==> config.mk <==
export PLATFORM = sky130hd
export DESIGN_NAME = ImmGen
export DESIGN_NICKNAME = d
export VERILOG_FILES = /design/src/RiscvPkg.sv /design/src/ImmGen.sv
export SDC_FILE = /design/constraint.sdc
export NUM_CORES = 1
export LEC_CHECK = 0
export BUFFER_PORTS_ARGS = -buffer_cell sky130_fd_sc_hd__buf_2
export CORE_AREA = 2 2 39 41
export DETAILED_ROUTE_END_ITERATION = 12
export DIE_AREA = 0 0 41 43
export GPL_ROUTABILITY_DRIVEN = 0
export PLACE_DENSITY = 0.92
export SLEW_MARGIN = 25
export SYNTH_ARGS = -nofsm -noshare
export SYNTH_HDL_FRONTEND = slang
export SYNTH_SLANG_ARGS = --single-unit
==> constraint.sdc <==
create_clock -name vclk -period 1.45
set_input_delay 0.0725 -clock vclk [all_inputs]
set_output_delay 0.0725 -clock vclk [all_outputs]
set_load 0.01 [all_outputs]
==> src/RiscvPkg.sv <==
package RiscvPkg;

    localparam int xlen     = 32;
    localparam int regAddrW = 5;

    typedef enum logic [6:0] {
        opArtLog = 7'b0110011,
        opArtImm = 7'b0010011,
        opLoad   = 7'b0000011,
        opStore  = 7'b0100011,
        opBranch = 7'b1100011,
        opJalr   = 7'b1100111,
        opJal    = 7'b1101111,
        opLui    = 7'b0110111,
        opAuipc  = 7'b0010111,
        opEcall  = 7'b1110011
    } opcodeT;

    localparam logic [6:0] f7Alt = 7'h20; // sub, sra
    localparam logic [6:0] f7Mul = 7'h01; // M extension

    // base arithmetic
    localparam logic [2:0] f3Add  = 3'b000;
    localparam logic [2:0] f3Sll  = 3'b001;
    localparam logic [2:0] f3Slt  = 3'b010;
    localparam logic [2:0] f3Sltu = 3'b011;
    localparam logic [2:0] f3Xor  = 3'b100;
    localparam logic [2:0] f3Srl  = 3'b101;
    localparam logic [2:0] f3Or   = 3'b110;
    localparam logic [2:0] f3And  = 3'b111;

    // multiply / divide
    localparam logic [2:0] f3Mul    = 3'b000;
    localparam logic [2:0] f3Mulh   = 3'b001;
    localparam logic [2:0] f3Mulhsu = 3'b010;
    localparam logic [2:0] f3Mulhu  = 3'b011;
    localparam logic [2:0] f3Div    = 3'b100;
    localparam logic [2:0] f3Rem    = 3'b110;

    localparam logic [2:0] f3Lb  = 3'b000;
    localparam logic [2:0] f3Lh  = 3'b001;
    localparam logic [2:0] f3Lw  = 3'b010;
    localparam logic [2:0] f3Lbu = 3'b100;
    localparam logic [2:0] f3Lhu = 3'b101;
    localparam logic [2:0] f3Sb  = 3'b000;
    localparam logic [2:0] f3Sh  = 3'b001;
    localparam logic [2:0] f3Sw  = 3'b010;

    localparam logic [2:0] f3Beq  = 3'b000;
    localparam logic [2:0] f3Bne  = 3'b001;
    localparam logic [2:0] f3Blt  = 3'b100;
    localparam logic [2:0] f3Bge  = 3'b101;
    localparam logic [2:0] f3Bltu = 3'b110;
    localparam logic [2:0] f3Bgeu = 3'b111;

    typedef enum logic [4:0] {
        aluAdd, aluSub, aluSll, aluSlt, aluSltu, aluXor, aluSrl, aluSra, aluOr, aluAnd,
        aluMul, aluMulh, aluMulhsu, aluMulhu, aluDiv, aluRem
    } aluOpT;

    typedef enum logic [2:0] {
        bruNop, bruEq, bruNe, bruLt, bruGe, bruLtu, bruGeu, bruJmp
    } bruOpT;

    typedef enum logic [1:0] {
        srcReg,    // rs1, rs2
        srcImm,    // rs1, imm
        srcPcFour, // pc, 4
        srcPcImm   // pc, imm
    } aluSrcT;

    // loads and stores share one code space, none is zero
    typedef enum logic [3:0] {
        memNone, memLb, memLh, memLw, memLbu, memLhu, memSb, memSh, memSw
    } memOpT;

    typedef struct packed {
        logic   jalr;
        bruOpT  bruOp;
        aluOpT  aluOp;
        aluSrcT aluSrc;
    } exCtrlT;

    typedef struct packed {
        memOpT memOp;
        logic  memWrite;
        logic  memRead;
    } memCtrlT;

    typedef struct packed {
        logic regWrite;
        logic memToReg; // load data instead of alu result
    } wbCtrlT;

    typedef struct packed {
        exCtrlT  ex;
        memCtrlT mem;
        wbCtrlT  wb;
    } ctrlT;

    typedef struct packed {
        ctrlT                ctrl;
        logic [xlen-1:0]     pc;
        logic [xlen-1:0]     rs1Data;
        logic [xlen-1:0]     rs2Data;
        logic [xlen-1:0]     imm;
        logic [regAddrW-1:0] rd;
    } idExT;

    typedef struct packed {
        logic [xlen-1:0]     result;    // write-back value
        logic [xlen-1:0]     storeData;
        logic                branchTaken;
        logic [xlen-1:0]     target;
        memCtrlT             mem;
        wbCtrlT              wb;
        logic [regAddrW-1:0] rd;
    } exMemT;

endpackage
==> src/ImmGen.sv <==
`timescale 1ns/1ns

module ImmGen (
    input  logic [RiscvPkg::xlen-1:0] inst,
    output logic [RiscvPkg::xlen-1:0] imm
);

    logic sign;

    assign sign = inst[31];

    always_comb begin
        unique case (RiscvPkg::opcodeT'(inst[6:0]))
            RiscvPkg::opStore: begin
                imm = {{20{sign}}, inst[31:25], inst[11:7]};
            end
            RiscvPkg::opBranch: begin
                imm = {{19{sign}}, sign, inst[7], inst[30:25], inst[11:8], 1'b0};
            end
            RiscvPkg::opLui, RiscvPkg::opAuipc: begin
                imm = {inst[31:12], 12'b0};
            end
            RiscvPkg::opJal: begin
                imm = {{11{sign}}, sign, inst[19:12], inst[20], inst[30:21], 1'b0};
            end
            default: begin
                imm = {{20{sign}}, inst[31:20]}; // I format, shamt in low bits
            end
        endcase
    end

endmodule

==> impl_results.md <==
- Number of hold buffers added after cts: 0
- CP startpoint kind: input port
- Vias in the first global route: 598
- Die area: between 1500 and 2000 sq um
- Finish-stage setup viols: 0
- Final nets: around 150
- Largest net degree at the start of global routing: 14
- Worst-Margin Slew: 0.4219 ns
- Leakage: 0.5032 nW
- Die Y: approximately 43 microns
- Routed vias/inst: 4.962
- Worst endpoint required time: 1.38 ns
- Fin crit share: a little over nine tenths
- GRT Total Usage: 17.60%
- Synthesized instance count: 50
- Count of buffers from port buffering: 64
- Remaining DRCs: 0
- Flip-flop and latch area: 0 sq um
- Syn nets: 82
- Yosys top cell area share: between 30% and 40%
- Hold Path Origin: inst[31]
- Number of detailed-route iterations in the first pass: 2
- Syn-to-layout area delta: 90.45%
- Slew margin rel.: slightly above 70%
- Share of layout cells above drive strength 1: 65.81%
- CP arrival: 1.29 ns
- Number of sequential cells: 0
- Layout filler cell count: between 100 and 150
- Fin cells: 133
- Post-DP HPWL: 1.374 mm
- Max FO, Critical Path: 3
- CP peak stage delay: 0.41 ns
- Status: completed
- Crit end category: output pin
- Kind of critical path: in2out
- Post-CTS Resized: 0
- Hold Path End: imm[31]
- Hold depth: 2
- Critical path, cell by cell: buf_2 -> or3b_4 -> a21oi_4 -> a211oi_1 -> a311o_1 -> buf_2
- CLK BUF: 0
- PwrDens: 274.8 nW/um^2
- Vias: 660
- Dpl cells: 133
- Top cells by area, synth: a21o_1 (36%), a22o_1 (8.9%), nor2b_1 (8.0%)
- Worst hold path type: in2out
- Max Slew Vio Count: 0
- Drt initial violations: 1
- Max Clk Rate: 736.5 MHz
- Total grt overflow: 0
- Max VDD drop: 0.1052 mV
- Total negative slack: 0 ns
- RSZ-0062 raised after global routing: false
- Antenna-violating nets left: 0
- Slowest cell on the critical path: or3b_4
- Register area share after synthesis: 0%
- Antenna diodes: 0
- First-pass GRT wire length: between 2 and 2.5 mm
- Syn Area/Cell: 7.858 sq um
- Initial antenna violation count: 0
- Post-synth top area cell: a21o_1
- Postcts setup bufs: 0
- Yosys warns: 0
- Multi-input logic area: between 300 and 400 sq um
- Row count: 14
- Synth cell types: 20
- Total core area: 1384 sq um
- Boundary Pins: 64
- Total wire length: 1.537 mm
- Mapped Area: 392.9 sq um
- Wire length per cell: 11.56 microns
- Initial core utilization: 28.39%
- Min cycle time layout: ~1.4 ns
- Post-synth top cells: a21o_1 (19), nor2b_1 (5), a22o_1 (4)
- Most used cell, CP: buf_2
- Final Hold Viols: 0
- Max_cap viols: 0
- Die Wd: 41 microns
- Top-count cell post-synth: a21o_1
## critical path: cells and delay by family
family / cells / cell delay [ns]
compound gates: 3 / 0.54
simple gates: 1 / 0.41
buf+inv: 2 / 0.27
## stage by stage
step | hold WS (ns) | setup slack, ns | utilization, % | total power [W] | cell area (sq um)
2_1_floorplan | 0.2368 | 0.3274 | - | 0.0001011 | 392.9
3_3_place_gp | 0.3447 | 0.1225 | 54.07 | 0.0001999 | 748.2
3_5_place_dp | 0.3493 | 0.1003 | 54.07 | 0.0002065 | 748.2
4_1_cts | 0.3493 | 0.08929 | 54.07 | 0.0002074 | 748.2
5_1_grt | 0.3585 | 0.05638 | 54.07 | 0.0002259 | 748.2
6_report | 0.3465 | 0.09215 | 54.07 | 0.0002056 | 748.2
## layer usage
layer	GRT usage [%]	share of wire (%)
met1	14.92	33
met2	39.69	57
met3	1.047	9.9
met4	0	0
met5	0	0
## kinds of logic after synthesis
logic type | after synthesis | synth area share (%)
AO/OA/AOI/OAI | 27 | 55.74
buffers and inverters | 6 | 11.46
AND/OR/NAND/NOR | 17 | 32.80
## where the power goes
group / leakage (nW) / internal, W / total, W / switching [W]
clock: 0 / 0 / 0 / 0
sequential: 0 / 0 / 0 / 0
combinational: 0.503 / 0.000105 / 0.000206 / 0.000100
total: 0.503 / 0.000105 / 0.000206 / 0.000100
## worst max path at each step
stage	start	end	slack [ns]	cells after the start
after global routing	inst[3]	imm[11]	0.06	6
after global placement	inst[3]	imm[11]	0.12	6
after floorplan	inst[6]	imm[11]	0.33	4
after detailed placement	inst[3]	imm[13]	0.10	7
after CTS	inst[3]	imm[11]	0.09	6
final	inst[3]	imm[11]	0.09	6
## placed cells by master, fill, tap and decap left out
cell type | synthesis | layout
a211oi_1 | 1 | 1
a21o_1 | 19 | 19
a21oi_4 | 1 | 1
a22o_1 | 4 | 4
a311o_1 | 1 | 1
and2b_1 | 1 | 1
buf_2 | 0 | 64
buf_4 | 2 | 7
inv_1 | 2 | 2
nand3_1 | 1 | 1
nand3b_1 | 1 | 1
nand4b_1 | 2 | 2
nor2_1 | 1 | 1
nor2_2 | 2 | 2
nor2_4 | 1 | 1
nor2b_1 | 5 | 5
nor3_1 | 1 | 1
nor3_4 | 1 | 1
o31ai_1 | 1 | 1
or3b_4 | 1 | 1
## cell type report
class                           count  area share [%]
Inverter                            2           1.003
Multi-Input combinational cell     44           46.49
Tap cell                           16           2.676
Timing Repair Buffer               71           49.83
Note: power is estimated with default switching activity, not from simulation.
