===== src/RiscvPkg.sv =====
package RiscvPkg;

    localparam int xlen     = 32;
    localparam int regAddrW = 5;

    typedef enum logic [6:0] {
        opArtLog = 7'b0110011,
        opArtImm = 7'b0010011,
        opLoad   = 7'b0000011,
        opStore  = 7'b0100011,
        opBranch = 7'b1100011,
        opJalr   = 7'b1100111,
        opJal    = 7'b1101111,
        opLui    = 7'b0110111,
        opAuipc  = 7'b0010111,
        opEcall  = 7'b1110011
    } opcodeT;

    localparam logic [6:0] f7Alt = 7'h20; // sub, sra
    localparam logic [6:0] f7Mul = 7'h01; // M extension

    // base arithmetic
    localparam logic [2:0] f3Add  = 3'b000;
    localparam logic [2:0] f3Sll  = 3'b001;
    localparam logic [2:0] f3Slt  = 3'b010;
    localparam logic [2:0] f3Sltu = 3'b011;
    localparam logic [2:0] f3Xor  = 3'b100;
    localparam logic [2:0] f3Srl  = 3'b101;
    localparam logic [2:0] f3Or   = 3'b110;
    localparam logic [2:0] f3And  = 3'b111;

    // multiply / divide
    localparam logic [2:0] f3Mul    = 3'b000;
    localparam logic [2:0] f3Mulh   = 3'b001;
    localparam logic [2:0] f3Mulhsu = 3'b010;
    localparam logic [2:0] f3Mulhu  = 3'b011;
    localparam logic [2:0] f3Div    = 3'b100;
    localparam logic [2:0] f3Rem    = 3'b110;

    localparam logic [2:0] f3Lb  = 3'b000;
    localparam logic [2:0] f3Lh  = 3'b001;
    localparam logic [2:0] f3Lw  = 3'b010;
    localparam logic [2:0] f3Lbu = 3'b100;
    localparam logic [2:0] f3Lhu = 3'b101;
    localparam logic [2:0] f3Sb  = 3'b000;
    localparam logic [2:0] f3Sh  = 3'b001;
    localparam logic [2:0] f3Sw  = 3'b010;

    localparam logic [2:0] f3Beq  = 3'b000;
    localparam logic [2:0] f3Bne  = 3'b001;
    localparam logic [2:0] f3Blt  = 3'b100;
    localparam logic [2:0] f3Bge  = 3'b101;
    localparam logic [2:0] f3Bltu = 3'b110;
    localparam logic [2:0] f3Bgeu = 3'b111;

    typedef enum logic [4:0] {
        aluAdd, aluSub, aluSll, aluSlt, aluSltu, aluXor, aluSrl, aluSra, aluOr, aluAnd,
        aluMul, aluMulh, aluMulhsu, aluMulhu, aluDiv, aluRem
    } aluOpT;

    typedef enum logic [2:0] {
        bruNop, bruEq, bruNe, bruLt, bruGe, bruLtu, bruGeu, bruJmp
    } bruOpT;

    typedef enum logic [1:0] {
        srcReg,    // rs1, rs2
        srcImm,    // rs1, imm
        srcPcFour, // pc, 4
        srcPcImm   // pc, imm
    } aluSrcT;

    // loads and stores share one code space, none is zero
    typedef enum logic [3:0] {
        memNone, memLb, memLh, memLw, memLbu, memLhu, memSb, memSh, memSw
    } memOpT;

    typedef struct packed {
        logic   jalr;
        bruOpT  bruOp;
        aluOpT  aluOp;
        aluSrcT aluSrc;
    } exCtrlT;

    typedef struct packed {
        memOpT memOp;
        logic  memWrite;
        logic  memRead;
    } memCtrlT;

    typedef struct packed {
        logic regWrite;
        logic memToReg; // load data instead of alu result
    } wbCtrlT;

    typedef struct packed {
        exCtrlT  ex;
        memCtrlT mem;
        wbCtrlT  wb;
    } ctrlT;

    typedef struct packed {
        ctrlT                ctrl;
        logic [xlen-1:0]     pc;
        logic [xlen-1:0]     rs1Data;
        logic [xlen-1:0]     rs2Data;
        logic [xlen-1:0]     imm;
        logic [regAddrW-1:0] rd;
    } idExT;

    typedef struct packed {
        logic [xlen-1:0]     result;    // write-back value
        logic [xlen-1:0]     storeData;
        logic                branchTaken;
        logic [xlen-1:0]     target;
        memCtrlT             mem;
        wbCtrlT              wb;
        logic [regAddrW-1:0] rd;
    } exMemT;

endpackage

===== src/Control.sv =====
`timescale 1ns/1ns

module Control (
    input  logic [RiscvPkg::xlen-1:0] inst,
    output RiscvPkg::ctrlT            totalCtrl
);

    logic [2:0] funct3;
    logic [6:0] funct7;
    logic       isAlt;

    assign funct3 = inst[14:12];
    assign funct7 = inst[31:25];
    assign isAlt  = funct7 == RiscvPkg::f7Alt;

    // base integer ops, shared by reg and imm forms
    function automatic RiscvPkg::aluOpT baseOp(input logic [2:0] f3, input logic sub,
                                               input logic sra);
        RiscvPkg::aluOpT op;
        unique case (f3)
            RiscvPkg::f3Add:  op = sub ? RiscvPkg::aluSub : RiscvPkg::aluAdd;
            RiscvPkg::f3Sll:  op = RiscvPkg::aluSll;
            RiscvPkg::f3Slt:  op = RiscvPkg::aluSlt;
            RiscvPkg::f3Sltu: op = RiscvPkg::aluSltu;
            RiscvPkg::f3Xor:  op = RiscvPkg::aluXor;
            RiscvPkg::f3Srl:  op = sra ? RiscvPkg::aluSra : RiscvPkg::aluSrl;
            RiscvPkg::f3Or:   op = RiscvPkg::aluOr;
            default:          op = RiscvPkg::aluAnd;
        endcase
        return op;
    endfunction

    always_comb begin
        totalCtrl = '0;
        unique case (RiscvPkg::opcodeT'(inst[6:0]))
            RiscvPkg::opArtLog: begin
                if (funct7 == RiscvPkg::f7Mul) begin
                    unique case (funct3)
                        RiscvPkg::f3Mul:    totalCtrl.ex.aluOp = RiscvPkg::aluMul;
                        RiscvPkg::f3Mulh:   totalCtrl.ex.aluOp = RiscvPkg::aluMulh;
                        RiscvPkg::f3Mulhsu: totalCtrl.ex.aluOp = RiscvPkg::aluMulhsu;
                        RiscvPkg::f3Mulhu:  totalCtrl.ex.aluOp = RiscvPkg::aluMulhu;
                        RiscvPkg::f3Div:    totalCtrl.ex.aluOp = RiscvPkg::aluDiv;
                        RiscvPkg::f3Rem:    totalCtrl.ex.aluOp = RiscvPkg::aluRem;
                        default:            totalCtrl.ex.aluOp = RiscvPkg::aluAdd; // no divu/remu
                    endcase
                end else begin
                    totalCtrl.ex.aluOp = baseOp(funct3, isAlt, isAlt);
                end
                totalCtrl.ex.aluSrc  = RiscvPkg::srcReg;
                totalCtrl.wb.regWrite = 1'b1;
            end
            RiscvPkg::opArtImm: begin
                totalCtrl.ex.aluOp    = baseOp(funct3, 1'b0, isAlt); // no subi
                totalCtrl.ex.aluSrc   = RiscvPkg::srcImm;
                totalCtrl.wb.regWrite = 1'b1;
            end
            RiscvPkg::opLoad: begin
                totalCtrl.ex.aluSrc   = RiscvPkg::srcImm;
                totalCtrl.mem.memRead = 1'b1;
                totalCtrl.wb.regWrite = 1'b1;
                totalCtrl.wb.memToReg = 1'b1;
                unique case (funct3)
                    RiscvPkg::f3Lb:  totalCtrl.mem.memOp = RiscvPkg::memLb;
                    RiscvPkg::f3Lh:  totalCtrl.mem.memOp = RiscvPkg::memLh;
                    RiscvPkg::f3Lw:  totalCtrl.mem.memOp = RiscvPkg::memLw;
                    RiscvPkg::f3Lbu: totalCtrl.mem.memOp = RiscvPkg::memLbu;
                    RiscvPkg::f3Lhu: totalCtrl.mem.memOp = RiscvPkg::memLhu;
                    default:         totalCtrl.mem.memOp = RiscvPkg::memNone;
                endcase
            end
            RiscvPkg::opStore: begin
                totalCtrl.ex.aluSrc    = RiscvPkg::srcImm;
                totalCtrl.mem.memWrite = 1'b1;
                unique case (funct3)
                    RiscvPkg::f3Sb: totalCtrl.mem.memOp = RiscvPkg::memSb;
                    RiscvPkg::f3Sh: totalCtrl.mem.memOp = RiscvPkg::memSh;
                    RiscvPkg::f3Sw: totalCtrl.mem.memOp = RiscvPkg::memSw;
                    default:        totalCtrl.mem.memOp = RiscvPkg::memNone;
                endcase
            end
            RiscvPkg::opBranch: begin
                unique case (funct3)
                    RiscvPkg::f3Beq:  totalCtrl.ex.bruOp = RiscvPkg::bruEq;
                    RiscvPkg::f3Bne:  totalCtrl.ex.bruOp = RiscvPkg::bruNe;
                    RiscvPkg::f3Blt:  totalCtrl.ex.bruOp = RiscvPkg::bruLt;
                    RiscvPkg::f3Bge:  totalCtrl.ex.bruOp = RiscvPkg::bruGe;
                    RiscvPkg::f3Bltu: totalCtrl.ex.bruOp = RiscvPkg::bruLtu;
                    RiscvPkg::f3Bgeu: totalCtrl.ex.bruOp = RiscvPkg::bruGeu;
                    default:          totalCtrl.ex.bruOp = RiscvPkg::bruNop;
                endcase
            end
            RiscvPkg::opJalr: begin
                totalCtrl.ex.jalr     = 1'b1; // link value picked in top level
                totalCtrl.ex.bruOp    = RiscvPkg::bruJmp;
                totalCtrl.ex.aluSrc   = RiscvPkg::srcImm;
                totalCtrl.wb.regWrite = 1'b1;
            end
            RiscvPkg::opJal: begin
                totalCtrl.ex.bruOp    = RiscvPkg::bruJmp;
                totalCtrl.ex.aluSrc   = RiscvPkg::srcPcFour;
                totalCtrl.wb.regWrite = 1'b1;
            end
            RiscvPkg::opLui: begin
                totalCtrl.ex.aluSrc   = RiscvPkg::srcImm; // rs1 reads x0
                totalCtrl.wb.regWrite = 1'b1;
            end
            RiscvPkg::opAuipc: begin
                totalCtrl.ex.aluSrc   = RiscvPkg::srcPcImm;
                totalCtrl.wb.regWrite = 1'b1;
            end
            RiscvPkg::opEcall: totalCtrl = '0; // bubble, nothing written
            default:           totalCtrl = '0;
        endcase
    end

endmodule


===== config.mk =====
export PLATFORM = sky130hd
export DESIGN_NAME = Control
export DESIGN_NICKNAME = d
export VERILOG_FILES = /design/src/RiscvPkg.sv /design/src/Control.sv
export SDC_FILE = /design/constraint.sdc
export NUM_CORES = 1
export LEC_CHECK = 0
export BUFFER_PORTS_ARGS = -buffer_cell sky130_fd_sc_hd__buf_2
export CORE_AREA = 4 4 47 49
export DETAILED_ROUTE_END_ITERATION = 16
export DIE_AREA = 0 0 51 53
export PLACE_DENSITY = 0.68
export SLEW_MARGIN = 20
export SYNTH_ARGS = -nofsm -noshare
export SYNTH_HDL_FRONTEND = slang
export SYNTH_SLANG_ARGS = --single-unit

===== constraint.sdc =====
create_clock -name vclk -period 1.32
set_input_delay 0.132 -clock vclk [all_inputs]
set_output_delay 0.132 -clock vclk [all_outputs]
set_load 0.005 [all_outputs]

==> metrics.yaml <==
min_path:
  holdPathEnd: "totalCtrl[17]"
  hold_depth: 4
  hp-class: "in2out"
  hold_start: "inst[1]"
sta:
  post-route-min-period_ps: 1415
  fin_ws_ps: -95.32
  hold_viol_final: 0
  finalMaxSlewViolations: 0
  setup_viol: 3
  max_freq_ghz: 0.7066
  period_share: 1.072
  hold_slack_ps: 634.8
  grt_setup_unrepaired: "true"
floorplanning:
  core-area_um2: 1862
  die_h_um: 53
  die_x_um: 51
  io_pins: 51
  die_area_um2: 2703
  rows: 16
  start_util: 0.2897
place:
  io_buffers: 35
  placed_area_um2: 795.8
  post-place-ws_ps: -189.8
  finalWeightedCongestion: 0.7949
  hpwl_um: 1444
  place_inst: 152
critical_path:
  crit_cells: 6
  crit_buf_inv: 2
  crit_chain: "buf_8, nor4b_4, nand2_1, a221o_1, a211oi_2, buf_2"
  cpPeakStageDelay_ps: 330
  cp_top_family: "compound AO/OA/AOI/OAI gates"
  critical_path_required_ps: 1190
  worstSetupPathType: "in2out"
  path_max_fanout: 2
  crit_path_start_kind: "primary input"
  critPathArrivalTime_ps: 1280
  critPathSlowestCell: "a221o_1"
  end_kind: "output pin"
drt:
  drtPass1Iterations: 4
  wl_um: 1777
  num_vias: 752
  drc_errors: 0
  drtAntennaViolNets: 0
  routed_via_density: 4.883
  drt_iter0_drc: 5
  wl_per_cell_um: 11.54
yosys:
  syn_avg_cell_area_um2: 6.497
  yosysSeqAreaShare: 0
  ys_warn_count: 0
  postSynthCellCount: 83
  synth.net_count: 115
  ys_types: 34
  netlist_area_um2: 539.3
layout:
  nets: 161
  layout_common_cells: "buf_2, buf_4, nor2_1, nand2_1, a21oi_1"
  layout_commonest_cell: "buf_2"
  antenna_cells: 0
  finalInstanceArea_um2: 893.4
  drive_gt1_frac: 0.5276
  nFillCells: 191
  clkbuf_count: 0
  final_cells: 154
  register_area_um2: 0
  seq_cell_count: 0
  area_growth_pct: 65.66
power:
  pwr_density_cell_nw_per_um2: 219.3
  p_leak_nw: 0.4257
  peakVddDrop_v: 0.0001347
status:
  violations: "negative setup slack"
  status: "finished, violations left"
grt:
  gr-total-overflow: 0
  antenna_found_initial: 0
  first_global_vias: 780
  grt_pass1_wl_um: 3022
  grt_usage: 0.1388
  grt_max_degree: 9
clock_network:
  holdBufCountCts: 0
job:
  max_cap_viol_count: 0
==> per-layer routing <==
| metal | up-vias | part of all wire | global-route usage |
|---|---|---|---|
| met5 | - | 0 | 0 |
| met4 | 0 | 0.0062 | 0.01794 |
| met3 | 2 | 0.073 | 0.01127 |
| met2 | 33 | 0.52 | 0.3026 |
| met1 | 335 | 0.40 | 0.1417 |
| li1 | 382 | - | - |
==> power breakdown <==
| part | total [mW] | internal (mW) | switching [mW] | leakage [nW] |
|---|---|---|---|---|
| sequential | 0 | 0 | 0 | 0 |
| combinational | 0.196 | 0.0958 | 0.100 | 0.426 |
| clock | 0 | 0 | 0 | 0 |
==> final cells by class <==
type                            count  area, um^2  area share
Multi-Input combinational cell     72       516.7      0.5784
Tap cell                           27       33.78     0.03782
Inverter                            3       11.26     0.01261
Timing Repair Buffer               52       331.6      0.3711
==> kinds of logic (layout without fill, tap and decap cells) <==
family,after synthesis,in the layout,share of synthesized area
mux,1,1,0.01856
buf+inv,11,55,0.1415
simple gates,47,47,0.5220
compound gates,21,21,0.2784
other cells,1,1,0.006954
xor+xnor,2,2,0.03249
==> stage by stage <==
stage / utilization / TNS (ps) / power [mW]
floorplan: - / 0 / 0.1021
global placement: 0.4274 / -350.4 / 0.1663
detailed placement: 0.4274 / -442.0 / 0.1716
CTS: 0.4664 / -138.7 / 0.1899
global route: 0.4798 / -466.0 / 0.2159
finish: 0.4798 / -197.5 / 0.1959
==> synth_stat cells, types with 2 or more instances <==
| library cell | instances | area (um^2) |
|---|---|---|
| buf_4 | 5 | 37.54 |
| buf_6 | 2 | 22.52 |
| nand3_1 | 3 | 15.01 |
| nor4b_2 | 2 | 30.03 |
| nor2_1 | 12 | 45.04 |
| nand2_1 | 10 | 37.54 |
| nand2b_1 | 3 | 18.77 |
| nor2b_1 | 2 | 12.51 |
| and3_1 | 2 | 12.51 |
| and2_1 | 2 | 12.51 |
| a21oi_1 | 8 | 40.04 |
| inv_1 | 3 | 11.26 |
| nor3_1 | 3 | 15.01 |
| xor2_1 | 2 | 17.52 |
| nor3b_1 | 3 | 22.52 |
| o21ai_0 | 3 | 15.01 |
==> worst max-delay path by stage <==
stage	startpoint	end	slack [ps]
6_report	inst[29]	totalCtrl[10]	-100
5_1_grt	inst[29]	totalCtrl[10]	-190
4_1_cts	inst[31]	totalCtrl[10]	-100
3_5_place_dp	inst[30]	totalCtrl[11]	-190
3_3_place_gp	inst[30]	totalCtrl[11]	-150
2_1_floorplan	inst[30]	totalCtrl[11]	110
==> repair_timing <==
action,CTS,global route
gates resized for setup,13,5
buffers inserted,1,1
endpoints found under the setup margin,3,6
pin swaps,10,5
cloned,0,0
Note: power is estimated with default switching activity, not from simulation.
