### src/RiscvPkg.sv
package RiscvPkg;

    localparam int xlen     = 32;
    localparam int regAddrW = 5;

    typedef enum logic [6:0] {
        opArtLog = 7'b0110011,
        opArtImm = 7'b0010011,
        opLoad   = 7'b0000011,
        opStore  = 7'b0100011,
        opBranch = 7'b1100011,
        opJalr   = 7'b1100111,
        opJal    = 7'b1101111,
        opLui    = 7'b0110111,
        opAuipc  = 7'b0010111,
        opEcall  = 7'b1110011
    } opcodeT;

    localparam logic [6:0] f7Alt = 7'h20; // sub, sra
    localparam logic [6:0] f7Mul = 7'h01; // M extension

    // base arithmetic
    localparam logic [2:0] f3Add  = 3'b000;
    localparam logic [2:0] f3Sll  = 3'b001;
    localparam logic [2:0] f3Slt  = 3'b010;
    localparam logic [2:0] f3Sltu = 3'b011;
    localparam logic [2:0] f3Xor  = 3'b100;
    localparam logic [2:0] f3Srl  = 3'b101;
    localparam logic [2:0] f3Or   = 3'b110;
    localparam logic [2:0] f3And  = 3'b111;

    // multiply / divide
    localparam logic [2:0] f3Mul    = 3'b000;
    localparam logic [2:0] f3Mulh   = 3'b001;
    localparam logic [2:0] f3Mulhsu = 3'b010;
    localparam logic [2:0] f3Mulhu  = 3'b011;
    localparam logic [2:0] f3Div    = 3'b100;
    localparam logic [2:0] f3Rem    = 3'b110;

    localparam logic [2:0] f3Lb  = 3'b000;
    localparam logic [2:0] f3Lh  = 3'b001;
    localparam logic [2:0] f3Lw  = 3'b010;
    localparam logic [2:0] f3Lbu = 3'b100;
    localparam logic [2:0] f3Lhu = 3'b101;
    localparam logic [2:0] f3Sb  = 3'b000;
    localparam logic [2:0] f3Sh  = 3'b001;
    localparam logic [2:0] f3Sw  = 3'b010;

    localparam logic [2:0] f3Beq  = 3'b000;
    localparam logic [2:0] f3Bne  = 3'b001;
    localparam logic [2:0] f3Blt  = 3'b100;
    localparam logic [2:0] f3Bge  = 3'b101;
    localparam logic [2:0] f3Bltu = 3'b110;
    localparam logic [2:0] f3Bgeu = 3'b111;

    typedef enum logic [4:0] {
        aluAdd, aluSub, aluSll, aluSlt, aluSltu, aluXor, aluSrl, aluSra, aluOr, aluAnd,
        aluMul, aluMulh, aluMulhsu, aluMulhu, aluDiv, aluRem
    } aluOpT;

    typedef enum logic [2:0] {
        bruNop, bruEq, bruNe, bruLt, bruGe, bruLtu, bruGeu, bruJmp
    } bruOpT;

    typedef enum logic [1:0] {
        srcReg,    // rs1, rs2
        srcImm,    // rs1, imm
        srcPcFour, // pc, 4
        srcPcImm   // pc, imm
    } aluSrcT;

    // loads and stores share one code space, none is zero
    typedef enum logic [3:0] {
        memNone, memLb, memLh, memLw, memLbu, memLhu, memSb, memSh, memSw
    } memOpT;

    typedef struct packed {
        logic   jalr;
        bruOpT  bruOp;
        aluOpT  aluOp;
        aluSrcT aluSrc;
    } exCtrlT;

    typedef struct packed {
        memOpT memOp;
        logic  memWrite;
        logic  memRead;
    } memCtrlT;

    typedef struct packed {
        logic regWrite;
        logic memToReg; // load data instead of alu result
    } wbCtrlT;

    typedef struct packed {
        exCtrlT  ex;
        memCtrlT mem;
        wbCtrlT  wb;
    } ctrlT;

    typedef struct packed {
        ctrlT                ctrl;
        logic [xlen-1:0]     pc;
        logic [xlen-1:0]     rs1Data;
        logic [xlen-1:0]     rs2Data;
        logic [xlen-1:0]     imm;
        logic [regAddrW-1:0] rd;
    } idExT;

    typedef struct packed {
        logic [xlen-1:0]     result;    // write-back value
        logic [xlen-1:0]     storeData;
        logic                branchTaken;
        logic [xlen-1:0]     target;
        memCtrlT             mem;
        wbCtrlT              wb;
        logic [regAddrW-1:0] rd;
    } exMemT;

endpackage
### src/BranchUnit.sv
`timescale 1ns/1ns

module BranchUnit (
    input  RiscvPkg::exCtrlT          ex,
    input  logic [RiscvPkg::xlen-1:0] pc,
    input  logic [RiscvPkg::xlen-1:0] rs1Data,
    input  logic [RiscvPkg::xlen-1:0] rs2Data,
    input  logic [RiscvPkg::xlen-1:0] imm,
    output logic                      branchTaken,
    output logic [RiscvPkg::xlen-1:0] target
);

    logic                      isEq;
    logic                      isLt;
    logic                      isLtu;
    logic [RiscvPkg::xlen-1:0] jalrSum;

    assign isEq  = rs1Data == rs2Data;
    assign isLt  = $signed(rs1Data) < $signed(rs2Data);
    assign isLtu = rs1Data < rs2Data;

    always_comb begin
        unique case (ex.bruOp)
            RiscvPkg::bruEq:  branchTaken = isEq;
            RiscvPkg::bruNe:  branchTaken = !isEq;
            RiscvPkg::bruLt:  branchTaken = isLt;
            RiscvPkg::bruGe:  branchTaken = !isLt;
            RiscvPkg::bruLtu: branchTaken = isLtu;
            RiscvPkg::bruGeu: branchTaken = !isLtu;
            RiscvPkg::bruJmp: branchTaken = 1'b1;
            default:          branchTaken = 1'b0;
        endcase
    end

    assign jalrSum = rs1Data + imm;
    assign target  = ex.jalr ? {jalrSum[RiscvPkg::xlen-1:1], 1'b0} : pc + imm; // jalr drops bit 0

endmodule

### config.mk
export PLATFORM = sky130hd
export DESIGN_NAME = BranchUnit
export DESIGN_NICKNAME = d
export VERILOG_FILES = /design/src/RiscvPkg.sv /design/src/BranchUnit.sv
export SDC_FILE = /design/constraint.sdc
export NUM_CORES = 1
export LEC_CHECK = 0
export ABC_CLOCK_PERIOD_IN_PS = 2200
export BUFFER_PORTS_ARGS = -buffer_cell sky130_fd_sc_hd__buf_4
export CAP_MARGIN = 20
export CORE_MARGIN = 4
export CORE_UTILIZATION = 31
export DETAILED_ROUTE_END_ITERATION = 8
export GPL_ROUTABILITY_DRIVEN = 0
export SLEW_MARGIN = 25
export SYNTH_ARGS = -nofsm -noshare
export SYNTH_HDL_FRONTEND = slang
export SYNTH_SLANG_ARGS = --single-unit
### constraint.sdc
create_clock -name vclk -period 2.2
set_clock_uncertainty 0.2 [all_clocks]
set_input_delay 0.11 -clock vclk [all_inputs]
set_output_delay 0.11 -clock vclk [all_outputs]
set_load 0.02 [all_outputs]
==> results of run 1 <==
-- stage by stage --
step	power [mW]	utilization (%)
final	2.82	65.3
after global routing	3.02	65.3
after CTS	2.57	60.5
after detailed placement	2.28	54.9
after global placement	2.24	54.9
after floorplan	1.27	-
-- cell type report --
| cell class | count | area (um2) | share of cell area (%) |
|---|---|---|---|
| Multi-Input combinational cell | 534 | 5280 | 60.6 |
| Timing Repair Buffer | 373 | 3020 | 34.7 |
| Tap cell | 176 | 220 | 2.53 |
| Inverter | 48 | 193 | 2.21 |
-- path summary, 6_finish.rpt --
check                   start         end  slack, ns  cells after the start
worst min-delay path  imm[31]  target[31]       0.30                      3
worst max-delay path   pc[23]  target[29]      -0.44                     12
-- critical path, cell delays in order --
cell	delay (ns)
buf_6	0.10
ha_4	0.23
a21o_4	0.20
a31o_4	0.20
a221o_1	0.34
o21a_1	0.22
a41oi_4	0.22
a21oi_2	0.11
a21oi_2	0.14
xnor2_1	0.08
mux2_4	0.26
buf_6	0.13
-- cell families after synthesis --
logic type / synth area share (%)
and+or+nand+nor: 18.9
buffers and inverters: 5.78
xor gates and xnor gates: 10.3
AOI/OAI and AO/OA: 35.6
adders and majority gates: 28.2
muxes: 1.29
-- placed cells by master (no fill, tap or decap), drive strengths merged, types with 3 or more instances in the layout --
cell,Yosys,routed
buf,5,373
ha,93,93
a21oi,62,62
inv,48,48
o21ai,45,45
nand2,41,41
a21o,40,40
nor2,35,35
xor2,26,26
xnor2,24,24
nand4,16,16
nand2b,13,13
nand3,13,13
a211oi,10,10
o21a,9,9
nor3,8,8
a31oi,8,8
nor2b,7,7
o211ai,6,6
and3,6,6
a31o,6,6
a221o,5,5
and2,5,5
o21bai,4,4
mux2i,4,4
o2111ai,4,4
o31ai,4,4
o22ai,4,4
or3,3,3
-- metal layers --
layer / part of all wire [%] / wire [um]
met5: 0 / 0
met2: 52 / 9820
met4: 2.8 / 534
met1: 41 / 7620
met3: 4.4 / 824
-- where the power goes --
| part | leakage, nW | internal, mW | total (mW) | switching (mW) |
|---|---|---|---|---|
| combinational | 4.16 | 1.48 | 2.82 | 1.33 |
| clock | 0 | 0 | 0 | 0 |
| sequential | 0 | 0 | 0 | 0 |
| total | 4.16 | 1.48 | 2.82 | 1.33 |
-- what timing repair did --
item,in CTS,in global routing
setup endpoints to repair,27,27
hold endpoints to repair,0,0
gates resized for setup,129,91
hold buffers,0,0
setup buffers,19,25
gates cloned,0,0
pin swaps,104,97
==> flow_metrics.py, run 1 <==
metrics = {
    "finish": {
        "antenna-diode-count": 0,
        "layout-drive-gt1-share_pct": 58.1,
        "synthToLayoutAreaGrowth_pct": 104,
        "layout.nets": 1191,
        "fill_cells": 1120,
        "clockBufferCount": 0,
        "design_area_um2": 8710,
        "register_area_um2": 0,
        "layout.cells.non_filler": 1131,
        "n_sequential_cell": 0,
    },
    "timing": {
        "slew_violations": 0,
        "final.period_utilization_pct": 120,
        "setup_tns_ns": -7.48,
        "worst_slew_pin_slew_ns": 0.385,
        "rsz0062_at_grt": "true",
        "maxSlewHeadroom_pct": 74.1,
        "postLayoutSetupSlackWorst_ns": -0.438,
        "setup_viol": 27,
        "finalWorstPathRequiredPeriod_ns": 2.64,
        "achievable-frequency_mhz": 379,
        "timing.hold.ws_ns": 0.296,
        "finalHoldViolCount": 0,
    },
    "synthesis": {
        "post_synthesis_instance_total": 594,
        "synth_largest_type_area_fraction_pct": 27.3,
        "synth_largest_area_cell": "ha_1",
        "yosysWarnings": 0,
        "synthTopCellsByCount": "ha_1, a21oi_1, inv_1, nand2_1, o21ai_0",
        "post_synth_main_area_contributors": "ha_1, a21oi_1, a21o_1, xor2_1, xnor2_1",
        "syn_area_um2": 4270,
        "synthesized_area_per_cell_um2": 7.18,
        "ys_types": 70,
        "ys_seq_area_share_pct": 0,
        "postSynthNetCount": 828,
        "synthMostInstantiatedCell": "ha_1",
    },
    "setup_path": {
        "worstSetupStartpointType": "input port",
        "cp_data_arrival_time_ns": 2.33,
        "crit_path_end_kind": "output port",
        "timing.setup.critical_path_class": "input port to output port",
        "crit_required_ns": 1.89,
        "worstPathMaxFanout": 3,
    },
    "power": {
        "vdd_ir_drop_max_uv": 193,
        "p_per_area_nw_per_um2": 323,
        "cellLeakagePower_nw": 4.16,
    },
    "die": {
        "num_rows": 42,
        "core_area_um2": 13300,
        "top_level_ports": 172,
        "dieWidth_um": 125,
        "dieArea_um2": 15700,
        "initial_util_pct": 32.0,
        "die_height_um": 125,
    },
    "grt": {
        "grtUsageMet1_pct": 25.9,
        "grtUsageMet2_pct": 40.7,
        "global_route.overflow_total": 0,
        "grt_pass1_wl_um": 29100,
        "globalRoute.busiestLayer": "met2",
        "grt_antenna_before_repair": 0,
        "largest_net_degree_at_the_start_of_global_routing": 18,
        "vias_in_the_first_global_route": 6314,
        "all_layer_global_routing_usage_pct": 21.7,
        "global_route.usage.met3_pct": 2.30,
    },
    "outcome": {
        "status": "finished, violations left",
        "failed_checks": "negative setup slack",
    },
    "route": {
        "drt_iter0_drc": 296,
        "drt_first_pass_iters": 4,
        "route.detailed.drc": 0,
        "drt-vias-per-instance": 5.34,
        "detail_route.wirelength_um": 18800,
        "num_vias": 6042,
        "routed_wire_length_per_instance_um": 16.6,
        "drtAntennaViolNets": 0,
    },
    "place": {
        "post_dp_cell_area_um2": 7330,
        "placement.setup.worst_slack_ns": -0.627,
        "place.port_buffers": 165,
        "detailed_place_hpwl_um": 15100,
        "post-place-cells": 1092,
    },
    "job": {
        "drv.max_cap_violation_count": 0,
    },
    "worst_hold_path": {
        "worstHoldPathType": "input port to output port",
    },
}
Power figures use the tool's default switching activity.
==> inputs of run 2 (changes only) <==
- MAX_ROUTING_LAYER: default -> met4
==> run 2 against run 1 <==
Largest power group unchanged; sequential cell count did not move; the run still ends with negative setup slack left; maximum frequency rose by 0.11%; combinational power barely moved; utilization rose by 0.066 points; cell count did not move; sequential share of layout area did not move; critical path type unchanged; design area rose by 0.10%; clock-buffer cell count did not move.
==> flow_metrics.py, run 2 (synthesis results as in run 1) <==
metrics = {
    "timing": {
        "timing.hold.ws_ns": 0.296,
        "postLayoutSetupSlackWorst_ns": -0.435,
        "final.period_utilization_pct": 120,
        "maxSlewHeadroom_pct": 74.1,
        "finalWorstPathRequiredPeriod_ns": 2.63,
        "worst_slew_pin_slew_ns": 0.384,
        "slew_violations": 0,
        "rsz0062_at_grt": "true",
        "finalHoldViolCount": 0,
        "setup_viol": 27,
        "achievable-frequency_mhz": 380,
    },
    "finish": {
        "fill_cells": 1119,
        "multiInputGateArea_um2": 5290,
        "synthToLayoutAreaGrowth_pct": 104,
        "design_area_um2": 8720,
        "layout-drive-gt1-share_pct": 58.1,
        "n_sequential_cell": 0,
        "mostFrequentLayoutCell": "buf_4",
        "clockBufferCount": 0,
        "layout.nets": 1191,
        "register_area_um2": 0,
        "most-common-layout-cells": "buf_4, ha_1, buf_6",
        "antenna-diode-count": 0,
    },
    "route": {
        "detail_route.wirelength_um": 18700,
        "num_vias": 6019,
        "drt_iter0_drc": 207,
        "drt-vias-per-instance": 5.32,
        "drtAntennaViolNets": 0,
        "routed_wire_length_per_instance_um": 16.6,
        "route.detailed.drc": 0,
        "drt_first_pass_iters": 4,
    },
    "grt": {
        "largest_net_degree_at_the_start_of_global_routing": 18,
        "grt_pass1_wl_um": 29100,
        "global_route.overflow_total": 0,
        "all_layer_global_routing_usage_pct": 22.3,
        "vias_in_the_first_global_route": 6311,
        "grt_antenna_before_repair": 0,
    },
    "setup_path": {
        "timing.setup.critical_path_class": "input port to output port",
        "crit_path_end_kind": "output port",
        "cp_data_arrival_time_ns": 2.32,
        "worstPathMaxFanout": 3,
        "worstSetupStartpointType": "input port",
        "crit_required_ns": 1.89,
    },
    "power": {
        "vdd_ir_drop_max_uv": 193,
        "p_per_area_nw_per_um2": 323,
        "p_sw_share_pct": 47.4,
        "total_switching_power_mw": 1.34,
        "seq_power_share_pct": 0,
        "comb_power_share_pct": 100.0,
        "cellLeakagePower_nw": 4.16,
        "power.clock.fraction_pct": 0,
        "internal_power_component_mw": 1.48,
    },
    "clocking": {
        "hold_fix_buffers_cts": 0,
    },
    "outcome": {
        "failed_checks": "negative setup slack",
        "status": "finished, violations left",
    },
    "place": {
        "detailed_place_hpwl_um": 15100,
        "post_dp_cell_area_um2": 7330,
        "place.port_buffers": 165,
    },
    "die": {
        "initial_util_pct": 32.0,
        "num_rows": 42,
        "die_height_um": 125,
        "dieArea_um2": 15700,
        "core_area_um2": 13300,
        "top_level_ports": 172,
        "dieWidth_um": 125,
    },
    "worst_hold_path": {
        "number_of_cells_on_the_worst_hold_path": 3,
        "worstHoldPathType": "input port to output port",
    },
    "job": {
        "drv.max_cap_violation_count": 0,
    },
}
[run 2: cell count changes in the layout (fill, tap and decap cells not counted)]
cell	delta
a31oi_2	-1
xor2_1	-1
a31oi_4	+1
xnor2_2	-1
xnor2_1	+1
xor2_2	+1
[run 2: path summary, 6_finish.rpt]
path,startpoint,slack [ns],to
max,pc[23],-0.43,target[29]
min,imm[31],0.30,target[31]
[run 2: power groups by stage]
stage	Clock (mW)	Combinational, mW	Sequential (mW)
2_1_floorplan	0	1.27	0
3_3_place_gp	0	2.24	0
3_5_place_dp	0	2.28	0
4_1_cts	0	2.57	0
5_1_grt	0	3.03	0
6_report	0	2.82	0
[run 2: cell type report]
type,count,area share (%)
Multi-Input combinational cell,534,60.6
Inverter,48,2.21
Timing Repair Buffer,373,34.7
Tap cell,176,2.53
[run 2: per-stage QoR]
| stage | util (%) | TNS [ns] | setup WS [ns] | std cells | power, mW |
|---|---|---|---|---|---|
| 6_report | 65.3 | -7.58 | -0.435 | 1131 | 2.82 |
| 5_1_grt | 65.3 | -10.02 | -0.515 | 1131 | 3.03 |
| 4_1_cts | 60.5 | -7.67 | -0.492 | 1111 | 2.57 |
| 3_5_place_dp | 54.9 | -11.44 | -0.627 | 1092 | 2.28 |
| 3_3_place_gp | 54.9 | -10.51 | -0.584 | 1092 | 2.24 |
| 2_1_floorplan | - | -0.949 | -0.176 | 594 | 1.27 |
[run 2: critical path, stage by stage]
cell and delay [ns]:
buf_6 0.10, ha_4 0.23, a21o_4 0.20, a31o_4 0.20, a221o_1 0.34, o21a_1 0.22, a41oi_4 0.22, a21oi_2 0.11
a21oi_2 0.14, xnor2_1 0.08, mux2_4 0.26, buf_6 0.13
[run 2: timing repair]
action	4_1_cts	5_1_grt
pin swaps	104	99
gates resized for setup	129	92
setup endpoints to repair	27	27
buffers inserted	19	25
[run 2: per-layer routing]
layer  GRT usage [%]  share of wire, %
met5               -                 0
met2            40.7                53
met3            2.05               3.8
met4            6.12               2.9
met1            26.1                41
